===== config.mk =====
export PLATFORM = sky130hd
export DESIGN_NAME = fir_window_buf
export DESIGN_NICKNAME = d
export VERILOG_FILES = /design/src/hw/fir_pkg.sv /design/src/hw/fir_window_buf.sv
export SDC_FILE = /design/constraint.sdc
export NUM_CORES = 1
export LEC_CHECK = 0
export BUFFER_PORTS_ARGS = -buffer_cell sky130_fd_sc_hd__buf_4
export CAP_MARGIN = 20
export CORE_AREA = 4 4 181 183
export DETAILED_ROUTE_END_ITERATION = 8
export DIE_AREA = 0 0 185 187
export GPL_ROUTABILITY_DRIVEN = 0
export GPL_TIMING_DRIVEN = 0
export PLACE_DENSITY_LB_ADDON = 0.08
export SLEW_MARGIN = 15
export SYNTH_ARGS = -nofsm -noshare
export SYNTH_HDL_FRONTEND = slang
export SYNTH_SLANG_ARGS = --single-unit

===== constraint.sdc =====
create_clock -name clk_i -period 0.8 [get_ports clk_i]
set_clock_uncertainty 0.15 [all_clocks]
set_input_delay 0.16 -clock clk_i [delete_from_list [all_inputs] [get_ports clk_i]]
set_output_delay 0.16 -clock clk_i [all_outputs]
set_load 0.1 [all_outputs]

===== src/hw/fir_pkg.sv =====
// ================================================
// Shared dimensions, arithmetic constants and bus
// types of the block-parallel symmetric FIR filter.
// Modules refer to these by scoped names only.
// ================================================

`default_nettype none

package fir_pkg;

    // Filter dimensions
    localparam int K_TAPS    = 8;                    // Must be even
    localparam int N_LANES   = 16;                   // Samples per block
    localparam int D_BITS    = 12;
    localparam int M_BITS    = 16;
    localparam int N_COEF    = K_TAPS / 2;
    localparam int HIST_LEN  = K_TAPS - 1;
    localparam int WIN_LEN   = N_LANES + HIST_LEN;

    // ================================================
    // Arithmetic
    // ================================================
    // Pair sum adds one bit, product adds M_BITS, the N_COEF-term sum adds the rest
    localparam int ACC_BITS  = D_BITS + 1 + M_BITS + $clog2(N_COEF);
    localparam int COEF_FRAC = 15;
    localparam int D_MAX     = (2 ** (D_BITS - 1)) - 1;
    localparam int D_MIN     = -(2 ** (D_BITS - 1));

    // Stream gap handling
    localparam int GAP_LIMIT = 8;
    localparam int GAP_W     = $clog2(GAP_LIMIT + 1);

    // Coefficient bus
    localparam int WB_AW     = $clog2(N_COEF);

    typedef logic signed [D_BITS-1:0] sample_t;
    typedef logic signed [M_BITS-1:0] coef_t;

    typedef sample_t [N_LANES-1:0] sample_blk_t;    // Index 0 oldest
    typedef sample_t [WIN_LEN-1:0] window_t;        // History low, new block high
    typedef coef_t   [N_COEF-1:0]  coef_set_t;

    typedef struct packed {
        logic              cyc;
        logic              stb;
        logic              we;
        logic [WB_AW-1:0]  adr;
        logic [M_BITS-1:0] dat;
    } wb_req_t;

    typedef struct packed {
        logic              ack;
        logic [M_BITS-1:0] dat;
    } wb_rsp_t;

endpackage

`default_nettype wire


===== src/hw/fir_window_buf.sv =====
// ================================================
// Sample history and working window. Each accepted
// block is registered behind the last HIST_LEN
// samples of the block before it.
// ================================================

`timescale 1ns/1ps
`default_nettype none

module fir_window_buf (
    input  logic                  clk_i,
    input  logic                  rst_n_i,
    input  logic                  accept_i,
    input  logic                  hist_clr_i,
    input  fir_pkg::sample_blk_t  blk_i,
    output fir_pkg::window_t      win_o
);

    localparam int LAST = fir_pkg::N_LANES - 1;
    localparam int KEEP = fir_pkg::N_LANES - fir_pkg::HIST_LEN;

    fir_pkg::sample_t [fir_pkg::HIST_LEN-1:0] hist_q;

    always_ff @(posedge clk_i or negedge rst_n_i) begin
        if (!rst_n_i) begin
            hist_q <= '0;
        end else if (hist_clr_i) begin
            hist_q <= '0;                       // Gap expired
        end else if (accept_i) begin
            hist_q <= blk_i[LAST:KEEP];         // Newest samples of the block
        end
    end

    // Oldest history at index 0
    always_ff @(posedge clk_i) begin
        if (accept_i) begin
            win_o <= {blk_i, hist_q};
        end
    end

endmodule

`default_nettype wire


[After elaboration in Yosys (flattened, before gate mapping)]
Cells that the tools add are included.
Storage, ports and cells
  output and inout bits: 276
  input bits: 196
  register bits: 360
Operators by class
  reduce and logical (&&, ||, !) cells: 1
  mux-type cells: 2
Operators by type and width (number)
  84-bit 2-to-1 mux: 2
  2-bit nonzero test: 1

[Logic depth before layout (Yosys ltp)]
  depth in word-level cells: 2
  depth in mapped cells: 5

[Worst setup path before layout]
OpenSTA, ideal clock, no wires.
  kind: reg2out
  from: register win_o[0] (netlist name)
  to: output win_o[0] (netlist name)
  required time: 0.490 ns
  arrival time: 0.904 ns
  buffers on the path: 0
  stages on the path, launching flop included: 1
  slack: -0.414 ns
  cells stage by stage: edfxtp_1
RTL lines
  start: declaration: line fir_window_buf.sv:16  | output fir_pkg::window_t win_o
  start signal: assignment: line fir_window_buf.sv:37  | win_o <= {blk_i, hist_q};
No word-level cell between the ends.

[Worst setup path after layout]
  from: register win_o[97] (netlist name)
  to: output win_o[97] (netlist name)
No word-level cell between the ends.

==> results.md <==
- Worst EP arrival: 1.16 ns
- DP Area: approximately 16,000 um^2
- Starting Density: 37.6%
- Met2 WL: 18,400 um
- Crit-path cells: buf_6
- 1st-pass router iterations: 4
- Crit. Startpoint: win_o[97]
- Max-slew headroom: a little over two fifths
- Unrepaired setup endpoints after global routing: true
- Crit-path leading delay family: flip-flops
- First-pass GRT wire length: ~52,000 um
- Critical path endpoint category: output port
- Synthesized instance count: about 550
- DRT iter0 DRCs: 298
- CP peak stage delay: 0.43 ns
- Clock Latency Late Sink: 0.52 ns
- Syn Area/Cell: 21.5 um^2
- H-tree Lvls: 2
- Routed metal-1 wirelength: 12,800 um
- Power Dens Cells: 2580 nW/um^2
- Final TNS setup: -170.33 ns
- Fillers: 2,207
- Post-Route WL: 36,000 um
- Die Height: 187 um
- Clock Sinks: 360
- R2r endpoint: hist_q[30]
- Dpl cells: 1,421
- Worst Path Buf+Inv: 1
- Tcrit/Tclk final: 184%
- Post-route cell area: 20,500 um^2
- Final Hold Fails: 147
- Path length in cells of the critical path: 1
- Non-filler cells, final: around 1.7k
- Worst R2R Setup Slack: -0.06 ns
- Port bufs: 470
- # IOs: 472
- Worst-Margin Slew: 0.869 ns
- Fmax: 681 MHz
- Vias: approximately 7.6k
- Finish-stage setup viols: 360
- Clock-pin slew on the worst setup and hold paths: 0.06 ns
- Share of cells above drive strength 1: 43.1%
- Average routed wire per standard cell: 21.1 um
- Netlist cell types: 8
- Rows: 65
- Initial antenna violation count: 4
- Num CTS Buffers: 39
- Gr ovfl total: 0
- Syn_nets: about 740
- Static leakage: 8.88 nW
- Yosys reg bits: 360
- GRT Util Overall: 20.1%
- Status: finished, violations left
- Max Slew Vio Count: 0
- Worst EP required: 0.49 ns
- Post-synthesis sequential area ratio: 88.4%
- Post-route ant nets: 0
- Hold/Removal Path Class: in -> async
- Reg2reg path depth: 2
- Maximum VDD drop: 0.00181 V
- Vias in the first global route: about 8.4k
- Worst r2r src: hist_q[30]
- Post-Syn Area: 11,800 um^2
- Total power: approximately 53 mW
- Period minus WS final: 1.47 ns
- DRC: 0
- Final layout net count: 1,463
- Detailed placement HPWL: between 20,000 and 25,000 um
- CTS tree: yes
- Failing checks: hold timing, setup timing
- Root cell of the clock tree: clkbuf_16
- Max FO, Critical Path: 1
- Vias per std cell: 4.48
- Largest net degree at the start of global routing: 85
- Cts hold-fix bufs: 192
- Maxcap violations: 0
- Uppermost layer routed: met5
- Die area: 34,600 um^2
- Kind of critical path: reg -> out
- Core Area: 31,200 um^2
- Hold WS: -0.468 ns
- Met3 Wirelength: 3120 um
- Clock Tree Buf Depth: 3
- Synth-to-Final Area Change: 74.1%
- Die Span X: 185 um
- Ys Warns: 0
- Slowest cell on crit path: edfxtp_1
- Worst setup margin: -0.670 ns
- Startpoint types: register
- Setup crit end: win_o[97]
## cells in the final DEF, fill, tap and decap left out, types with 2 or more instances in the layout
master,count
diode_2,3
nor2_1,84
clkbuf_16,39
bufbuf_16,6
buf_8,10
inv_6,3
buf_4,197
buf_2,6
dfrtp_1,84
clkbuf_1,17
clkinv_2,2
buf_12,7
buf_6,271
buf_16,6
clkbuf_8,10
edfxtp_1,276
mux2i_1,84
dlymetal6s4s_1,2
dlygate4sd3_1,190
## cell usage after synthesis, drive strengths merged
library cell | n | area share, %
buf | 16 | 1.6
clkbuf | 3 | 0.096
dfrtp | 84 | 18
edfxtp | 276 | 71
mux2i | 84 | 7.2
nor2 | 84 | 2.7
## timing repair
action,CTS,global route
setup endpoints to repair,543,376
pin swaps,0,7
endpoints found under the hold margin,399,147
setup buffers,7,0
gates resized for setup,283,11
cloned,9,0
## sequential cells by signal, summed over array words and instances, names as in the netlist
name and count:
hist_q 84, win_o 276
## per-layer routing
layer  vias up  GRT usage, %
met5         -             0
met4         2          9.06
met1      3719          22.0
li1       3490             -
met3        92          6.73
met2       325          35.3
## report_power, final
group,internal (mW),switching (mW)
Sequential,21.6,0.608
Clock,10.3,7.00
Combinational,3.72,9.44
Total,35.7,17.0
## cell families (layout without fill, tap and decap cells)
kind of cell / count (synthesis) / count (layout) / synth area share (%)
muxes: 84 / 84 / 7.16
buffers and inverters: 19 / 770 / 1.74
other: 0 / 3 / 0
DFF: 360 / 360 / 88.4
and+or+nand+nor: 84 / 84 / 2.68
## cell type report
class / count / area, um^2 / share of cell area [%]
clock inverter: 8 / 77.6 / 0.379
antenna: 3 / 7.51 / 0.0367
multi-input combinational: 168 / 1160 / 5.65
timing repair buffer: 680 / 6940 / 33.9
buffer: 18 / 213 / 1.04
tap: 402 / 503 / 2.46
sequential: 360 / 10400 / 50.8
clock buffer: 64 / 1170 / 5.72
## how the worst min path moves through the flow
stage / slack, ns / cells after the start / endpoint
after floorplan: -0.29 / 0 / hist_q[0]
after global placement: 0.19 / 1 / win_o[157]
after detailed placement: 0.15 / 1 / hist_q[23]
after CTS: -0.40 / 1 / hist_q[74]
after global routing: -0.39 / 1 / hist_q[74]
final: -0.47 / 1 / hist_q[74]
## through the flow
stage,hold slack (ns),utilization (%),setup WS [ns]
2_1_floorplan,-0.286,-,-0.414
3_5_place_dp,0.150,50.8,-1.54
6_report,-0.468,65.5,-0.670
5_1_grt,-0.388,65.5,-0.693
4_1_cts,-0.401,65.3,-0.659
3_3_place_gp,0.188,50.6,-3.04
Power figures use the tool's default switching activity.
