==> config.mk <==
export PLATFORM = sky130hd
export DESIGN_NAME = fir_ctrl_fsm
export DESIGN_NICKNAME = d
export VERILOG_FILES = /design/src/hw/fir_ctrl_fsm.sv
export SDC_FILE = /design/constraint.sdc
export NUM_CORES = 1
export LEC_CHECK = 0
export CORE_AREA = 2 2 39 41
export CTS_BUF_LIST = sky130_fd_sc_hd__clkbuf_16
export CTS_CLUSTER_SIZE = 25
export DETAILED_ROUTE_END_ITERATION = 6
export DIE_AREA = 0 0 41 43
export DONT_BUFFER_PORTS = 1
export PLACE_DENSITY_LB_ADDON = 0.05
export RECOVER_POWER = 25
export SYNTH_ARGS = -nofsm -noshare
export SYNTH_HDL_FRONTEND = slang
export SYNTH_SLANG_ARGS = --single-unit
==> constraint.sdc <==
create_clock -name clk_i -period 1.3 [get_ports clk_i]
set_clock_uncertainty 0.15 [all_clocks]
set_input_delay 0.065 -clock clk_i [delete_from_list [all_inputs] [get_ports clk_i]]
set_output_delay 0.065 -clock clk_i [all_outputs]
set_load 0.1 [all_outputs]
==> src/hw/fir_ctrl_fsm.sv <==
// ================================================
// Priming and run control. Forms the input ready,
// clears history on a stream gap and delays the
// output valid to the datapath latency.
// ================================================

`timescale 1ns/1ps
`default_nettype none

module fir_ctrl_fsm (
    input  logic clk_i,
    input  logic rst_n_i,
    input  logic data_vld_i,
    input  logic wr_strobe_i,
    input  logic gap_i,
    output logic accept_o,
    output logic hist_clr_o,
    output logic run_o,
    output logic data_rdy_o,
    output logic data_vld_o
);

    typedef enum logic {
        IDLE,       // History empty
        RUN         // History holds real samples
    } state_t;

    state_t     state;
    state_t     state_nxt;
    logic       rdy_q;                              // Low until reset released
    logic [1:0] vld_pipe;

    // No block may straddle a coefficient write
    assign data_rdy_o = rdy_q & ~wr_strobe_i;
    assign accept_o   = data_vld_i & data_rdy_o;

    assign run_o      = (state == RUN);
    assign hist_clr_o = (state == RUN) & gap_i;

    always_comb begin
        state_nxt = state;
        case (state)
            IDLE: begin
                if (accept_o) begin
                    state_nxt = RUN;                // Priming block
                end
            end
            RUN: begin
                if (gap_i) begin
                    state_nxt = IDLE;
                end
            end
            default: state_nxt = IDLE;
        endcase
    end

    // ================================================
    // State and valid pipeline
    // ================================================
    always_ff @(posedge clk_i or negedge rst_n_i) begin
        if (!rst_n_i) begin
            state    <= IDLE;
            rdy_q    <= 1'b0;
            vld_pipe <= 2'b00;
        end else begin
            state    <= state_nxt;
            rdy_q    <= 1'b1;
            // Window stage then tap stage
            vld_pipe <= {vld_pipe[0], accept_o & (state == RUN)};
        end
    end

    assign data_vld_o = vld_pipe[1];

endmodule

`default_nettype wire

After elaboration in Yosys (flattened, before gate mapping)
Index checks and enable logic that the tools add are counted.
{"block": "totals", "input_bits": 5, "ff_bits": 4, "output_inout_bits": 5, "word_cells": 12}
{"block": "op_classes", "bitwise_logic": 6, "mux": 3}
{"cell": "$and 1x1->1", "count": 4}
{"cell": "$mux 1", "count": 2}
{"cell": "$not 1->1", "count": 2}
{"cell": "$pmux 1 s2", "count": 1}

Logic depth before layout (Yosys ltp)
{"block": "depth", "ltp_word": 5, "ltp_mapped": 2, "depth_no_buf": 2}

Worst setup path before layout
OpenSTA, ideal clock, no wires.
{"block": "synth_path", "path_type": "register -> output", "start": "reg state (netlist: run_o)", "end": "out hist_clr_o", "t_arrival_ps": 1806, "path_buffers": 0, "stages_incl_launch_ff": 2, "required_time_ps": 1085, "slack_ps": -721, "cell_sequence": "dfrtp_1 -> and2_1"}
{"block": "synth_via", "elab_chain_len": 1}
{"element": "from (decl)", "line": "28", "text": "state_t state;"}
{"element": "from (signal assigned)", "line": "66", "text": "state <= state_nxt;"}
{"element": "$and 1x1->1", "line": "38", "text": "assign hist_clr_o = (state == RUN) & gap_i;"}
{"element": "to (decl)", "line": "17", "text": "output logic hist_clr_o,"}
Every way passes these cells.

Final worst setup path
{"block": "layout_path", "start": "reg rdy_q", "end": "out data_rdy_o"}
{"block": "layout_via", "elab_chain_len": 1}
{"element": "from (decl)", "line": "30", "text": "logic rdy_q;"}
{"element": "from (signal assigned)", "line": "63", "text": "rdy_q <= 1'b0;"}
{"element": "from (signal assigned)", "line": "67", "text": "rdy_q <= 1'b1;"}
{"element": "$and 1x1->1", "line": "34", "text": "assign data_rdy_o = rdy_q & ~wr_strobe_i;"}
{"element": "to (decl)", "line": "19", "text": "output logic data_rdy_o,"}
Every way passes these cells.

==> results.toml <==
[status]
run_status = "complete, but fails checks"
failed_checks = "hold timing"

[sta]
setup_total_negative_slack_ns = 0
finalWorstSetupSlack_ns = 0.09549
timing_max_transition_violations_final = 0
report.final.setup_viol = 0
period_share_pct = 92.65
worst_case_hold_slack_ns = -0.09921
post-route-min-period_ns = 1.205
rsz0062_at_grt = "no"
finalHoldViolations = 2
max_clock_freq_ghz = 0.8302

[flow_run]
cap_viol_max_count = 0

[clocking]
cts.path.max_buffers = 2
cts_buffers = 3
post_cts_repair_setup_buffers = 0
cts.hold.buffers_added = 4
cts-htree-levels = 1
clkTransAtPathRegs_ns = 0.03
cts_repair_resize_count = 0
clock_tree_root_driver_cell = "sky130_fd_sc_hd__clkbuf_16"
clkLatencyLatePin_ns = 0.23
numClockSinks = 4
cts_tree = "yes"

[routing]
ant_nets = 0
wl_per_cell_um = 9.205
via_per_inst = 3.051
drt-pass1-iter-count = 2
detail_route.drc_violations = 0
drtIter0Drc = 1
wirelength_um = 359
detailroute.via_count = 119

[cells_and_area]
fill_cells = 148
mostFrequentLayoutCell = "sky130_fd_sc_hd__dlygate4sd3_1"
final_cell_mix = "sky130_fd_sc_hd__dlygate4sd3_1 (4), sky130_fd_sc_hd__clkbuf_16 (3), sky130_fd_sc_hd__buf_4 (3), sky130_fd_sc_hd__dfrtp_1 (3), sky130_fd_sc_hd__inv_1 (2)"
post_route_cells_drive_above_1_share_pct = 43.48
syn2layout_area_growth_pct = 124.0
total_non_filler_cell_area_in_the_finished_layout_um2 = 339.1
final_net_count = 29
antenna_cells = 0

[grt]
globalRoute.totalOverflow = 0
antenna_found_initial = 0
number_of_global_route_vias_before_repair = 146
global_route.usage.total_pct = 6.237
grt_start_max_net_pins = 5
grt_first_pass_wirelength_um = 586

[setup_path]
critical_path.cell_chain = "nor2b_4 -> buf_4"
setup.worst_path.start_class = "flip-flop"
critical_path.reg2reg.startpoint = "rdy_q"
critical_path.max_stage_delay_ns = 0.34
timing.critical_path.depth = 2
path_class = "flip-flop to primary output"
worstSetupStartpoint = "rdy_q"
critical_path.endpoint_type = "primary output"
timing.reg2reg.worst_path_depth = 2
cpLargestDelayFamily = "flip-flops"
crit_buf_inv = 1
critPathCapture = "data_rdy_o"
worstReg2RegEnd = "vld_pipe[0]"
worstPathRequired_ns = 1.09
crit_arrival_ns = 0.99
path_max_fanout = 2
timing.reg2reg.setup_slack_ns = 0.37
slowest_stage = "sky130_fd_sc_hd__dfrtp_1"

[floorplan]
floorplan.die_area_mm2 = 0.001763
initial_cell_density_of_the_core_pct = 10.94
rows = 14
core-area_mm2 = 0.001384
top_level_ports = 10
floorplan.die.width_um = 41
die_h_um = 43

[min_path]
holdPathStages = 2
min-delay-path-class = "primary input to flip-flop"

[synthesis]
yosysTopAreaCellShare_pct = 66.12
syn-num-nets = 16
synth.yosys.seq_area_share_pct = 66.12
synth_warnings = 0
synth.distinct_cells = 8
syn_inst = 11
post_synth_instance_area_um2 = 151.4
synth.ff_latch_count = 4
largest_cells_by_area_after_synthesis = "sky130_fd_sc_hd__dfrtp_1 (66%), sky130_fd_sc_hd__nor2b_4 (9.1%), sky130_fd_sc_hd__mux2i_1 (6.6%)"
post-synth-top-area-cell = "sky130_fd_sc_hd__dfrtp_1"
syn_area_per_cell_um2 = 13.76

[placed_design]
port_buffers = 0
placed_cell_area_um2 = 220.2
dp_worst_setup_slack_ns = 0.3263
gp_congestion = 0.5426

[power]
peakVddDrop_mv = 0.7732
power-per-cell-area_mw_per_mm2 = 2111
leakagePower_nw = 0.1695
worst register-to-register path: stages, from the launching register on:
cell and delay (ns):
sky130_fd_sc_hd__dfrtp_1 0.37, sky130_fd_sc_hd__nor2b_4 0.13, sky130_fd_sc_hd__and3_1 0.17
state kept, by name (all words and copies together), names as in the netlist:
signal	cells
vld_pipe	2
run_o	1
rdy_q	1
worst min-delay path by stage:
stage,from,to,slack (ns)
after floorplan,rst_n_i,rdy_q,-0.38
final,wr_strobe_i,run_o,-0.1
after global placement,rst_n_i,vld_pipe[1],-0.38
after global routing,wr_strobe_i,vld_pipe[0],-0.08
after CTS,wr_strobe_i,run_o,-0.08
after detailed placement,rst_n_i,vld_pipe[1],-0.38
metrics by stage:
step	hold WS, ns	power (W)	util [%]	std cells
after floorplan	-0.3806	0.0002031	-	11
after global placement	-0.3804	0.0002188	15.91	31
after detailed placement	-0.3804	0.0002188	15.91	31
after CTS	-0.08371	0.0007310	24.50	39
after global routing	-0.07599	0.0007541	24.50	39
final	-0.09921	0.0007158	24.50	39
cells in the mapped netlist:
master and instances:
sky130_fd_sc_hd__dfrtp_1 4, sky130_fd_sc_hd__and2_1 1, sky130_fd_sc_hd__and3_1 1, sky130_fd_sc_hd__conb_1 1, sky130_fd_sc_hd__inv_1 1, sky130_fd_sc_hd__mux2i_1 1, sky130_fd_sc_hd__nand3b_1 1, sky130_fd_sc_hd__nor2b_4 1
kinds of logic after synthesis:
logic type / count (synthesis) / synth area share, %
other: 1 / 2.477
DFF: 4 / 66.12
muxes: 1 / 6.612
and+or+nand+nor: 4 / 22.32
buffers and inverters: 1 / 2.477
final cells by class:
| class | instances | area, um2 | area share [%] |
|---|---|---|---|
| clock buffer | 3 | 75.07 | 22.14 |
| clock inverter | 1 | 3.754 | 1.107 |
| inverter | 1 | 3.754 | 1.107 |
| multi-input combinational | 6 | 50.05 | 14.76 |
| sequential | 4 | 103.9 | 30.63 |
| tap | 16 | 20.02 | 5.904 |
| timing repair buffer | 8 | 82.58 | 24.35 |
metal layers:
layer  vias to the layer above  GRT usage, %  routed length, um
met5                         -             0                  0
met4                         0         8.000                  8
met3                         2         6.283                 63
met2                         9         6.875                153
met1                        52         5.178                134
li1                         56             -                  -
power by group:
group	switching, W	internal (W)	total (W)
Sequential	0.00000441	0.000132	0.000137
Clock	0.0000903	0.000397	0.000488
Combinational	0.0000654	0.0000262	0.0000916
Total	0.000160	0.000556	0.000716
No activity file was read; power rests on OpenSTA's default activity.
