[src/hw/fir_pkg.sv]
// ================================================
// Shared dimensions, arithmetic constants and bus
// types of the block-parallel symmetric FIR filter.
// Modules refer to these by scoped names only.
// ================================================

`default_nettype none

package fir_pkg;

    // Filter dimensions
    localparam int K_TAPS    = 8;                    // Must be even
    localparam int N_LANES   = 16;                   // Samples per block
    localparam int D_BITS    = 12;
    localparam int M_BITS    = 16;
    localparam int N_COEF    = K_TAPS / 2;
    localparam int HIST_LEN  = K_TAPS - 1;
    localparam int WIN_LEN   = N_LANES + HIST_LEN;

    // ================================================
    // Arithmetic
    // ================================================
    // Pair sum adds one bit, product adds M_BITS, the N_COEF-term sum adds the rest
    localparam int ACC_BITS  = D_BITS + 1 + M_BITS + $clog2(N_COEF);
    localparam int COEF_FRAC = 15;
    localparam int D_MAX     = (2 ** (D_BITS - 1)) - 1;
    localparam int D_MIN     = -(2 ** (D_BITS - 1));

    // Stream gap handling
    localparam int GAP_LIMIT = 8;
    localparam int GAP_W     = $clog2(GAP_LIMIT + 1);

    // Coefficient bus
    localparam int WB_AW     = $clog2(N_COEF);

    typedef logic signed [D_BITS-1:0] sample_t;
    typedef logic signed [M_BITS-1:0] coef_t;

    typedef sample_t [N_LANES-1:0] sample_blk_t;    // Index 0 oldest
    typedef sample_t [WIN_LEN-1:0] window_t;        // History low, new block high
    typedef coef_t   [N_COEF-1:0]  coef_set_t;

    typedef struct packed {
        logic              cyc;
        logic              stb;
        logic              we;
        logic [WB_AW-1:0]  adr;
        logic [M_BITS-1:0] dat;
    } wb_req_t;

    typedef struct packed {
        logic              ack;
        logic [M_BITS-1:0] dat;
    } wb_rsp_t;

endpackage

`default_nettype wire

[src/hw/fir_gap_timer.sv]
// ================================================
// Idle cycle counter for the input stream. Pulses
// gap_o on the GAP_LIMIT-th idle cycle in a row
// while the filter is running.
// ================================================

`timescale 1ns/1ps
`default_nettype none

module fir_gap_timer (
    input  logic clk_i,
    input  logic rst_n_i,
    input  logic run_i,
    input  logic accept_i,
    output logic gap_o
);

    logic [fir_pkg::GAP_W-1:0] idle_cnt;

    always_ff @(posedge clk_i or negedge rst_n_i) begin
        if (!rst_n_i) begin
            idle_cnt <= '0;
        end else if (!run_i || accept_i) begin
            idle_cnt <= '0;                                 // Reload
        end else if (idle_cnt != fir_pkg::GAP_W'(fir_pkg::GAP_LIMIT)) begin
            idle_cnt <= idle_cnt + 1'b1;
        end
    end

    // Count reaches GAP_LIMIT at the end of this cycle
    assign gap_o = run_i & ~accept_i
                 & (idle_cnt == fir_pkg::GAP_W'(fir_pkg::GAP_LIMIT - 1));

endmodule

`default_nettype wire

[config.mk]
export PLATFORM = sky130hd
export DESIGN_NAME = fir_gap_timer
export DESIGN_NICKNAME = d
export VERILOG_FILES = /design/src/hw/fir_pkg.sv /design/src/hw/fir_gap_timer.sv
export SDC_FILE = /design/constraint.sdc
export NUM_CORES = 1
export LEC_CHECK = 0
export ABC_AREA = 1
export BUFFER_PORTS_ARGS = -buffer_cell sky130_fd_sc_hd__buf_2
export CORE_AREA = 3 3 40 42
export DETAILED_ROUTE_END_ITERATION = 12
export DIE_AREA = 0 0 43 45
export SLEW_MARGIN = 20
export SYNTH_ARGS = -nofsm -noshare
export SYNTH_HDL_FRONTEND = slang
export SYNTH_SLANG_ARGS = --single-unit
export TNS_END_PERCENT = 5
[constraint.sdc]
create_clock -name clk_i -period 1.1 [get_ports clk_i]
set_clock_uncertainty 0.2 [all_clocks]
set_input_delay 0.22 -clock clk_i [delete_from_list [all_inputs] [get_ports clk_i]]
set_output_delay 0.22 -clock clk_i [all_outputs]
set_load 0.02 [all_outputs]
== Yosys cells after proc, flatten, opt, wreduce, memory -nomap -nowiden ==
Index checks and enable logic that the tools add are counted.

* Output and inout bits: 1
* Word-level logic and storage cells: 12
* Input bits: 4
* Register bits after elaboration: 4

* Eq/ne operators: 2
* Bitwise gates (word level): 3
* Reductions and logical operators: 3
* $add $sub $neg: 1
* Mux-type cells: 2

{| class="wikitable"
|+ Operator list
! operator !! count
|-
| $mux 4 || 2
|-
| $add 4x1->4 const B || 1
|-
| $eq 4x3->1 const B || 1
|-
| $ne 4x4->1 const B || 1
|-
| $and 1x1->1 || 2
|-
| $reduce_bool 2->1 || 1
|-
| $logic_not 1->1 || 1
|-
| $logic_or 1x1->1 || 1
|-
| $not 1->1 || 1
|}

== Longest topological paths before layout ==
* Word-level depth: 3
* Gate-level depth with buffers: 6
* Depth with buffers taken out: 6

== Worst setup path before layout ==
Ideal clock, no wire load.

* Path kind: register -> output
* Start point: reg idle_cnt[0] in the netlist's numbering
* End point: out gap_o
* Buffers on the path: 0
* Arrival time: 1079 ps
* Slack: -399 ps
* Data required time: 680 ps
* Stages on the path, launching flop included: 4
* Cells stage by stage: dfrtp_1 ha_1 nand2_1 nor3_1

* Word-level cells in the longest chain between the ends: 2

{| class="wikitable"
|+ RTL lines
! item !! line !! RTL
|-
| from (decl) || fir_gap_timer.sv:18 || <nowiki>logic [fir_pkg::GAP_W-1:0] idle_cnt;</nowiki>
|-
| from (signal assigned) || fir_gap_timer.sv:26 || <nowiki>idle_cnt <= idle_cnt + 1'b1;</nowiki>
|-
| $eq 4x3->1 || fir_gap_timer.sv:32 || <nowiki>& (idle_cnt == fir_pkg::GAP_W'(fir_pkg::GAP_LIMIT - 1));</nowiki>
|-
| $and 1x1->1 || fir_gap_timer.sv:32 ||
|-
| to (decl) || fir_gap_timer.sv:15 || <nowiki>output logic gap_o</nowiki>
|}

No other way between the ends.

== Worst setup path after layout ==
Same ends and word-level chain as after synthesis.

==> reports/summary.txt <==
status - finished, violations left
violated checks - negative setup slack
hpwl dp - 367.7 µm
# fillers - 129
post-synth top area share - 40.00%
Pwr Density - 951.2 nW/µm²
setup violators final - 5
Tot GR Track Use - 5.853%
sw power - 72.98 µW
syn nets - 39
post-route ant nets - 0
final core occ - 30.28%
Largest regs - idle_cnt: 4 flops
area growth from synthesis to layout - 55.50%
Tightest Pin Transition - 0.1505 ns
CTS Sinks - 4
Avg Cell Area, Syn - 7.583 µm²
initial antenna violation count - 0
Hold/Removal Path Class - in2async
Setup CP Type - reg2out
most frequent cell after synthesis - nand2_1
Post-Route WL - 427 µm
vias in the first global route - 228
cell area after layout - 389.1 µm²
Cells after Synth - 33
final-stage net count - 55
Final Worst Setup Slack - -0.3925 ns
Clock Latency Late Sink - 0.23 ns
Cell variety after synth - 12
max FFs per register - 4
most instantiated cells after synthesis - 10 x nand2_1, 7 x inv_1, 4 x dfrtp_1
Hold Worst Slack - 0.1261 ns
Area contributors post-synth - dfrtp_1 40%, nand2_1 15%, inv_1 11%
crit start category - flip-flop
Via Count - 234
routability cong. - 0.7887
clock slew at reported path FFs - 0.03 ns
area leader, netlist - dfrtp_1
Post-synth ARST share - 100.0%
Die Wd - 43 µm
slowest cell delay on critical path - 0.34 ns
# IOs - 5
sequential fraction of the synthesis area - 40.00%
standard-cell rows - 13
die area - 1935 µm²
final hold violations - 0
pin count of the biggest net entering global routing - 5
DR vias/cell - 3.774
diode count - 0
first-pass iteration count of the detailed router - 3
VDD IR max - 483.5 µV
gr ovfl total - 0
first-pass GRT wire length - 759 µm
final worst path period share - 135.7%
top_reg_cell synth - dfrtp_1
largest register by flop count - idle_cnt
Sw Ratio - 19.72%
wire length per cell - 6.887 µm
pre-CTS WS - -0.2354 ns
Initial Util - 19.47%
Max Slew Vio Count - 0
LEAKAGE - 0.0001994 µW
Logic pwr share - 12.6%
#FFs+latches synth - 4
CP Max Fanout - 2
arrival time worst endpoint - 1.07 ns
Min Clock Period, post-route - 1.493 ns
CP required - 0.68 ns
initial DRC count - 6
RSZ-0062 raised after global routing - yes
relative slew slack - 89.94%
port buffer count - 4
Fin Setup TNS - -1.137 ns
# Max-Cap Violations - 0
share of cells above drive strength 1 - 40.43%
Clock Path Buffers - 2
TritonCTS buffer count - 3
die height - 45 µm
number of synthesized flops with an enable pin - 0
critical-path cell list - ha_2, nand2_2, nor3_4, buf_6
Top delay family on crit path - flip-flops
Remaining DRCs - 0
Internal - 297.2 µW
Core ar. - 1285 µm²
Ys Warns - 0
clock share of power - 46.0%
worst path buffer plus inverter count - 1
Placed Area - 335.3 µm²
H-tree levels - 1
nature of the critical path endpoint - output pin
mapped cell area - 250.2 µm²
sequential power share - 41.4%
CTS tree - yes
clock root buffer - clkbuf_4
Slowest-stage cell, CP - dfrtp_1
f_max - 0.6700 GHz
## per-layer routing
| metal | GRT usage, % | vias up | share of wire [%] |
|---|---|---|---|
| met4 | 7.229 | 0 | 0 |
| li1 | - | 129 | - |
| met3 | 2.390 | 0 | 0.94 |
| met2 | 8.982 | 2 | 54 |
| met1 | 5.366 | 103 | 44 |
| met5 | 0 | - | 0 |
## cell usage in the layout (no fill, tap or decap), types with 2 or more instances in the layout
cell type and instances:
nand2_1 9, inv_1 7, buf_4 6, dfrtp_1 4, clkbuf_4 3, buf_2 3
nor2_1 2, nand3_1 2
## area by class of cell
cell class	instances	area [µm²]	area share (%)
Clock buffer	3	22.52	5.788
Multi-Input combinational cell	22	140.1	36.01
Sequential cell	4	100.1	25.72
Inverter	7	26.28	6.752
Tap cell	15	18.77	4.823
Timing Repair Buffer	11	81.33	20.90
## power groups by stage
stage / logic [µW] / registers (µW) / clock network, µW
6_report: 46.7 / 153 / 170
5_1_grt: 52.8 / 154 / 184
2_1_floorplan: 18.2 / 156 / 0
3_3_place_gp: 38.6 / 156 / 0
4_1_cts: 47.7 / 153 / 182
3_5_place_dp: 39.2 / 156 / 0
## metrics by stage
| stage | std cells | power [µW] |
|---|---|---|
| 2_1_floorplan | 33 | 174.4 |
| 3_3_place_gp | 56 | 194.8 |
| 3_5_place_dp | 56 | 195.4 |
| 4_1_cts | 62 | 382.6 |
| 5_1_grt | 62 | 390.2 |
| 6_report | 62 | 370.1 |
## logic make-up (layout without fill, tap and decap cells)
logic type	count (synthesis)	count (layout)	synth area share (%)
buffers and inverters	7	21	10.50
AND/OR/NAND/NOR	19	19	37.50
AO/OA/AOI/OAI	1	1	1.998
flip-flops	4	4	40.00
adder cells (fa/ha/maj)	2	2	9.998
## final timing paths
check / from / to / slack, ns / cells after the start
worst max-delay path: idle_cnt[0]$_DFFE_PN0P_ / gap_o / -0.39 / 4
worst min-delay path: rst_n_i / idle_cnt[1]$_DFFE_PN0P_ / 0.13 / 2
worst max register to register: idle_cnt[0]$_DFFE_PN0P_ / idle_cnt[1]$_DFFE_PN0P_ / -0.24 / 7
min in group clk_i: accept_i / idle_cnt[2]$_DFFE_PN0P_ / 0.18 / 5
worst min register to register: idle_cnt[1]$_DFFE_PN0P_ / idle_cnt[1]$_DFFE_PN0P_ / 0.39 / 3
max in group asynchronous: rst_n_i / idle_cnt[2]$_DFFE_PN0P_ / 0.46 / 2
## what timing repair did
| action | CTS | global route |
|---|---|---|
| gates resized for setup | 3 | 0 |
| hold buffers | 1 | 0 |
| endpoints found under the setup margin | 5 | 5 |
| buffers inserted | 2 | 0 |
| pin swaps | 2 | 0 |
| hold endpoints to repair | 4 | 0 |
No activity file was read; power rests on OpenSTA's default activity.
