==> src/hw/fir_pkg.sv <==
// ================================================
// Shared dimensions, arithmetic constants and bus
// types of the block-parallel symmetric FIR filter.
// Modules refer to these by scoped names only.
// ================================================

`default_nettype none

package fir_pkg;

    // Filter dimensions
    localparam int K_TAPS    = 8;                    // Must be even
    localparam int N_LANES   = 16;                   // Samples per block
    localparam int D_BITS    = 12;
    localparam int M_BITS    = 16;
    localparam int N_COEF    = K_TAPS / 2;
    localparam int HIST_LEN  = K_TAPS - 1;
    localparam int WIN_LEN   = N_LANES + HIST_LEN;

    // ================================================
    // Arithmetic
    // ================================================
    // Pair sum adds one bit, product adds M_BITS, the N_COEF-term sum adds the rest
    localparam int ACC_BITS  = D_BITS + 1 + M_BITS + $clog2(N_COEF);
    localparam int COEF_FRAC = 15;
    localparam int D_MAX     = (2 ** (D_BITS - 1)) - 1;
    localparam int D_MIN     = -(2 ** (D_BITS - 1));

    // Stream gap handling
    localparam int GAP_LIMIT = 8;
    localparam int GAP_W     = $clog2(GAP_LIMIT + 1);

    // Coefficient bus
    localparam int WB_AW     = $clog2(N_COEF);

    typedef logic signed [D_BITS-1:0] sample_t;
    typedef logic signed [M_BITS-1:0] coef_t;

    typedef sample_t [N_LANES-1:0] sample_blk_t;    // Index 0 oldest
    typedef sample_t [WIN_LEN-1:0] window_t;        // History low, new block high
    typedef coef_t   [N_COEF-1:0]  coef_set_t;

    typedef struct packed {
        logic              cyc;
        logic              stb;
        logic              we;
        logic [WB_AW-1:0]  adr;
        logic [M_BITS-1:0] dat;
    } wb_req_t;

    typedef struct packed {
        logic              ack;
        logic [M_BITS-1:0] dat;
    } wb_rsp_t;

endpackage

`default_nettype wire

==> src/hw/fir_coef_regs.sv <==
// ================================================
// Wishbone classic slave holding the unique FIR
// coefficients. Ack follows a strobe by one cycle,
// writes land on the ack edge.
// ================================================

`timescale 1ns/1ps
`default_nettype none

module fir_coef_regs (
    input  logic                clk_i,
    input  logic                rst_n_i,
    input  fir_pkg::wb_req_t    wb_i,
    output fir_pkg::wb_rsp_t    wb_o,
    output fir_pkg::coef_set_t  coef_o
);

    logic                        ack_q;
    logic                        cycle_start;
    logic [fir_pkg::M_BITS-1:0]  rdat_q;
    fir_pkg::coef_set_t          coef_q;

    // Fresh strobe, ack not yet given
    assign cycle_start = wb_i.cyc & wb_i.stb & ~ack_q;

    always_ff @(posedge clk_i or negedge rst_n_i) begin
        if (!rst_n_i) begin
            ack_q  <= 1'b0;
            coef_q <= '0;
        end else begin
            ack_q <= cycle_start;                     // One-cycle pulse
            if (cycle_start && wb_i.we) begin
                coef_q[wb_i.adr] <= wb_i.dat;
            end
        end
    end

    // Read data held for the ack cycle
    always_ff @(posedge clk_i) begin
        if (cycle_start) begin
            rdat_q <= coef_q[wb_i.adr];
        end
    end

    always_comb begin
        wb_o.ack = ack_q;
        wb_o.dat = rdat_q;
    end

    assign coef_o = coef_q;

endmodule

`default_nettype wire

==> config.mk <==
export PLATFORM = sky130hd
export DESIGN_NAME = fir_coef_regs
export DESIGN_NICKNAME = d
export VERILOG_FILES = /design/src/hw/fir_pkg.sv /design/src/hw/fir_coef_regs.sv
export SDC_FILE = /design/constraint.sdc
export NUM_CORES = 1
export LEC_CHECK = 0
export ABC_CLOCK_PERIOD_IN_PS = 2000
export BUFFER_PORTS_ARGS = -buffer_cell sky130_fd_sc_hd__buf_2
export CORE_MARGIN = 2
export CORE_UTILIZATION = 45
export DETAILED_ROUTE_END_ITERATION = 7
export PLACE_DENSITY = 0.72
export SYNTH_ARGS = -nofsm -noshare
export SYNTH_HDL_FRONTEND = slang
export SYNTH_SLANG_ARGS = --single-unit
==> constraint.sdc <==
create_clock -name clk_i -period 2 [get_ports clk_i]
set_input_delay 0.4 -clock clk_i [delete_from_list [all_inputs] [get_ports clk_i]]
set_output_delay 0.4 -clock clk_i [all_outputs]
set_load 0.03 [all_outputs]
### Word-level counts from Yosys, hierarchy flattened

Cells that the tools add are included.

* reductions and logical operators: 2
* multiplexer cells: 5
* magnitude comparators: 2
* bitwise operators: 3

Operator list (number)
* 64-bit bitwise mux: 1
* 16-bit binary-select mux with 2-bit select: 1
* 16-bit demux with 2-bit select: 1
* 16-bit two-way mux: 2
* 2-bit by 3-bit < comparator with 1-bit output (second input constant): 1
* 1-bit AND: 2
* 2-bit by 1-bit >= comparator with 1-bit output (second input constant): 1
* 1-bit logical AND: 2
* 1-bit NOT: 1

* register bits after elaboration: 81
* input bits: 23
* output and inout bits: 81
* word-level logic and storage cells: 18

### Depth between registers and ports, before layout

* word-level depth: 5
* gate-level depth with buffers: 5
* gate-level depth less buffers: 3

### Worst setup path after synthesis

Ideal clock, no wire load.

* kind: in2reg
* from: in wb_i[16] (netlist name)
* to: reg coef_q (netlist bit coef_o[10])
* required time: 1875 ps
* cell stages on the path: 5
* library setup time: 125 ps
* path slack: 275 ps
* data arrival time: 1600 ps
* buffers on the path: 3
* cell sequence: buf_6 -> or4_4 -> buf_6 -> buf_12 -> mux2_4

* word-level cells in the longest chain between the ends: 5
* elaborated cells between the ends (all ways): 6
* those cells by class: order compare: 2; mux: 3; reduce/logical: 1

Ends and longest elaborated chain
* from (decl): line fir_coef_regs.sv:13 `input fir_pkg::wb_req_t wb_i,`
* 2-bit by 3-bit < comparator with 1-bit output (implied by the code) or 2-bit by 1-bit >= comparator with 1-bit output (tied branches): line fir_coef_regs.sv:33 `coef_q[wb_i.adr] <= wb_i.dat;`
* 1-bit logical AND (implied by the code): line fir_coef_regs.sv:33
* 16-bit two-way mux (implied by the code): line fir_coef_regs.sv:33
* 16-bit demux with 2-bit select (*): line fir_coef_regs.sv:33
* 64-bit bitwise mux (*): line fir_coef_regs.sv:33
* to (signal, indexed assignment): line fir_coef_regs.sv:33
* to (decl): line fir_coef_regs.sv:21 `fir_pkg::coef_set_t coef_q;`

Every way passes the cells marked *; elsewhere a longest branch is shown, timed or not.
A chain may end at the register's enable or synchronous reset.

### Final worst setup path

* from: reg ack_q
* to: reg coef_q (netlist bit coef_o[8])

* word-level cells in the longest chain between the ends: 3

Ends and longest elaborated chain
* from (decl): line fir_coef_regs.sv:18 `logic ack_q;`
* from (signal assigned): line fir_coef_regs.sv:31 `ack_q <= cycle_start;`
* 1-bit NOT: line fir_coef_regs.sv:24 `assign cycle_start = wb_i.cyc & wb_i.stb & ~ack_q;`
* 1-bit AND: line fir_coef_regs.sv:24
* 1-bit logical AND: line fir_coef_regs.sv:32 `if (cycle_start && wb_i.we) begin`

Every way passes these cells.

==> metrics.csv <==
stage;metric;value;unit
place;hpwl;5310;um
drt;first_iter_violations;97;
yosys;synth-async-reset-ratio;80.2;%
pwr;power.static_leakage;0.00203;uW
cts;cts_post_setup_buffers_inserted;0;
yosys;top_reg_cell_synth;sky130_fd_sc_hd__dfrtp_1;
sta;count_of_final_max_slew_check_failures;0;
finish;post-route-cell-area;4290;um2
worst_setup_path;required;2230;ps
cts;cts_made_buffers;9;
drt;drt_pass1_iterations;4;
die;die_width;90.6;um
finish;antenna_cells_inserted;0;
finish;layout.area.seq;2110;um2
place;finalWeightedCongestion;0.764;
yosys;syn_avg_cell_area;18.8;um2
finish;multi_input_comb_area;1200;um2
cts;clk_pin_slew;80;ps
yosys;synth_seq_area_share;62.4;%
yosys;netlist_instances;180;
cts;clock_tree.htree_level_count;3;
global_route;groute.usage.overall;18.5;%
status;outcome;finished, final reports clean;
worst_hold_path;hold_path_class;in2reg;
cts;worstSkewPairLatency;350;ps
worst_setup_path;worstPathMaxFanout;16;
pwr;vdd.ir_drop.worst;0.554;mV
sta;final_min_period_over_clock_period;83.8;%
cts;cts.sinks;81;
die;std_cell_rows;31;
yosys;synth-seq-cells;81;
place;numPortBuffers;103;
global_route;grt_pass1_wl;11500;um
sta;timing.slew.headroom;72.3;%
yosys;syn_nets;203;
job;maxCapViolations;0;
sta;fmax;0.597;GHz
finish;post-route-util;59.1;%
die;chip_height;90.6;um
yosys;synth_edf_count;16;
yosys;synthDistinctLibCells;19;
drt;post_drt_wl_per_cell;17.8;um
sta;setup_viol;0;
die;fp.dieArea;8210;um2
worst_setup_path;worst_ep_arrival_time;1910;ps
finish;fin_nets;321;
die;boundaryPins;104;
sta;hold_violations;0;
drt;ant_nets;0;
global_route;maximum_number_of_pins_on_one_net_before_global_route_repair;49;
global_route;number_of_antenna_violations_at_the_first_check_in_global_routing;0;
finish;layout_filler_cell_count;601;
sta;final.setup_skew;5.14;ps
worst_setup_path;timing.critical_path.to_type;register;
die;core;7250;um2
finish;drive_above_1_share;70.6;%
drt;drt_drc_violations_left;0;
drt;route.detailed.vias_per_inst;5.17;
cts;clock_tree_from_tritoncts;done;
sta;fin_crit;1680;ps
sta;setup_total_negative_slack;0;ps
yosys;post-synth-top-count-cell;sky130_fd_sc_hd__dfrtp_1;
place;post_dp_cell_area;4060;um2
yosys;netlist_top_cells_area;sky130_fd_sc_hd__dfrtp_1, sky130_fd_sc_hd__mux2_2, sky130_fd_sc_hd__edfxtp_1;
pwr;total_power;5300;uW
yosys;synth.top_cells.by_count;sky130_fd_sc_hd__dfrtp_1, sky130_fd_sc_hd__mux2_2, sky130_fd_sc_hd__edfxtp_1;
yosys;synthesis.area;3380;um2
sta;rsz0062_at_grt;false;
global_route;first_global_vias;2113;
die;initial_util;46.5;%
sta;worstMarginPinSlew;415;ps
global_route;globalRouteOverflowTotal;0;
yosys;fraction_of_post_synthesis_cell_area_in_the_top_cell_type_by_area;48.2;%
worst_setup_path;critical_path_class;reg2reg;
drt;drt-total-wl;7140;um
yosys;leading_area_contributor_after_synthesis;sky130_fd_sc_hd__dfrtp_1;
pwr;cellPowerDensity;1240;nW/um2
cts;clock_path_buffers;2;
cts;clockRootBuffer;sky130_fd_sc_hd__clkbuf_8;
yosys;synthesis.yosys.warnings;0;
worst_setup_path;start_kind;register;
drt;route.vias.total;2078;
finish;syn2layout_area_growth;27.0;%
## layout by cell type (no fill, tap or decap)
| cell type | instances |
|---|---|
| sky130_fd_sc_hd__nor3_4 | 2 |
| sky130_fd_sc_hd__nand3_1 | 1 |
| sky130_fd_sc_hd__mux2_2 | 54 |
| sky130_fd_sc_hd__nand4_1 | 1 |
| sky130_fd_sc_hd__mux4_1 | 1 |
| sky130_fd_sc_hd__buf_4 | 12 |
| sky130_fd_sc_hd__mux4_2 | 15 |
| sky130_fd_sc_hd__or4_4 | 1 |
| sky130_fd_sc_hd__clkbuf_8 | 10 |
| sky130_fd_sc_hd__nand2_1 | 1 |
| sky130_fd_sc_hd__clkbuf_1 | 2 |
| sky130_fd_sc_hd__mux2_4 | 10 |
| sky130_fd_sc_hd__bufinv_16 | 2 |
| sky130_fd_sc_hd__nand2b_1 | 1 |
| sky130_fd_sc_hd__dlygate4sd3_1 | 1 |
| sky130_fd_sc_hd__nor2_2 | 2 |
| sky130_fd_sc_hd__dfrtp_1 | 65 |
| sky130_fd_sc_hd__buf_12 | 1 |
| sky130_fd_sc_hd__edfxtp_1 | 16 |
| sky130_fd_sc_hd__clkinvlp_4 | 1 |
| sky130_fd_sc_hd__clkinv_4 | 1 |
| sky130_fd_sc_hd__buf_2 | 103 |
## routing by layer
| metal | routed length [um] | track usage, % |
|---|---|---|
| met3 | 320 | 4.76 |
| met1 | 2900 | 23.3 |
| met4 | 172 | 7.95 |
| met5 | 0 | 0 |
| met2 | 3750 | 30.3 |
## report_power, final
part	internal [uW]	switching (uW)
logic	655	1020
clock network	741	566
registers	2060	256
total	3460	1840
## flip-flops by register name, summed over array words and instances (netlist names)
register	count
rdat_q	16
coef_o	64
ack_q	1
## layout make-up
| cell class | instances | share of cell area (%) |
|---|---|---|
| sequential | 81 | 49.1 |
| multi-input combinational | 89 | 28.0 |
| timing repair buffer | 117 | 14.8 |
| clock buffer | 12 | 3.38 |
| tap | 99 | 2.89 |
| clock inverter | 4 | 1.78 |
## critical path: stages, from the launching register on
cell,delay [ps]
sky130_fd_sc_hd__dfrtp_1,470
sky130_fd_sc_hd__or4_4,740
sky130_fd_sc_hd__mux2_4,350
## worst paths after layout
| check | start | to | depth (start not counted) | slack (ps) |
|---|---|---|---|---|
| max | ack_q | coef_o[8] | 2 | 320 |
| min | wb_i[0] | coef_o[48] | 2 | 320 |
| max reg2reg | ack_q | coef_o[8] | 2 | 320 |
| min reg2reg | coef_o[54] | coef_o[54] | 1 | 530 |
| max in group asynchronous | rst_n_i | coef_o[3] | 3 | 890 |
| min in group asynchronous | rst_n_i | coef_o[21] | 2 | 520 |
## per-stage QoR
step / std cells / hold slack (ps) / setup slack (ps)
after floorplan: 180 / 104 / 275
final: 402 / 320 / 324
after CTS: 402 / 311 / 327
after global placement: 385 / 356 / 274
after detailed placement: 385 / 356 / 251
after global routing: 402 / 314 / 287
## timing repair
| item | in CTS | in global routing |
|---|---|---|
| hold buffers | 1 | 0 |
| endpoints found under the hold margin | 17 | 0 |
| gates resized for setup | 0 | 0 |
## kinds of logic after synthesis
logic type,share of synthesized area [%]
AND/OR/NAND/NOR,1.85
flip-flops,62.4
buffers and inverters,2.48
multiplexers,33.2
Power figures use the tool's default switching activity.
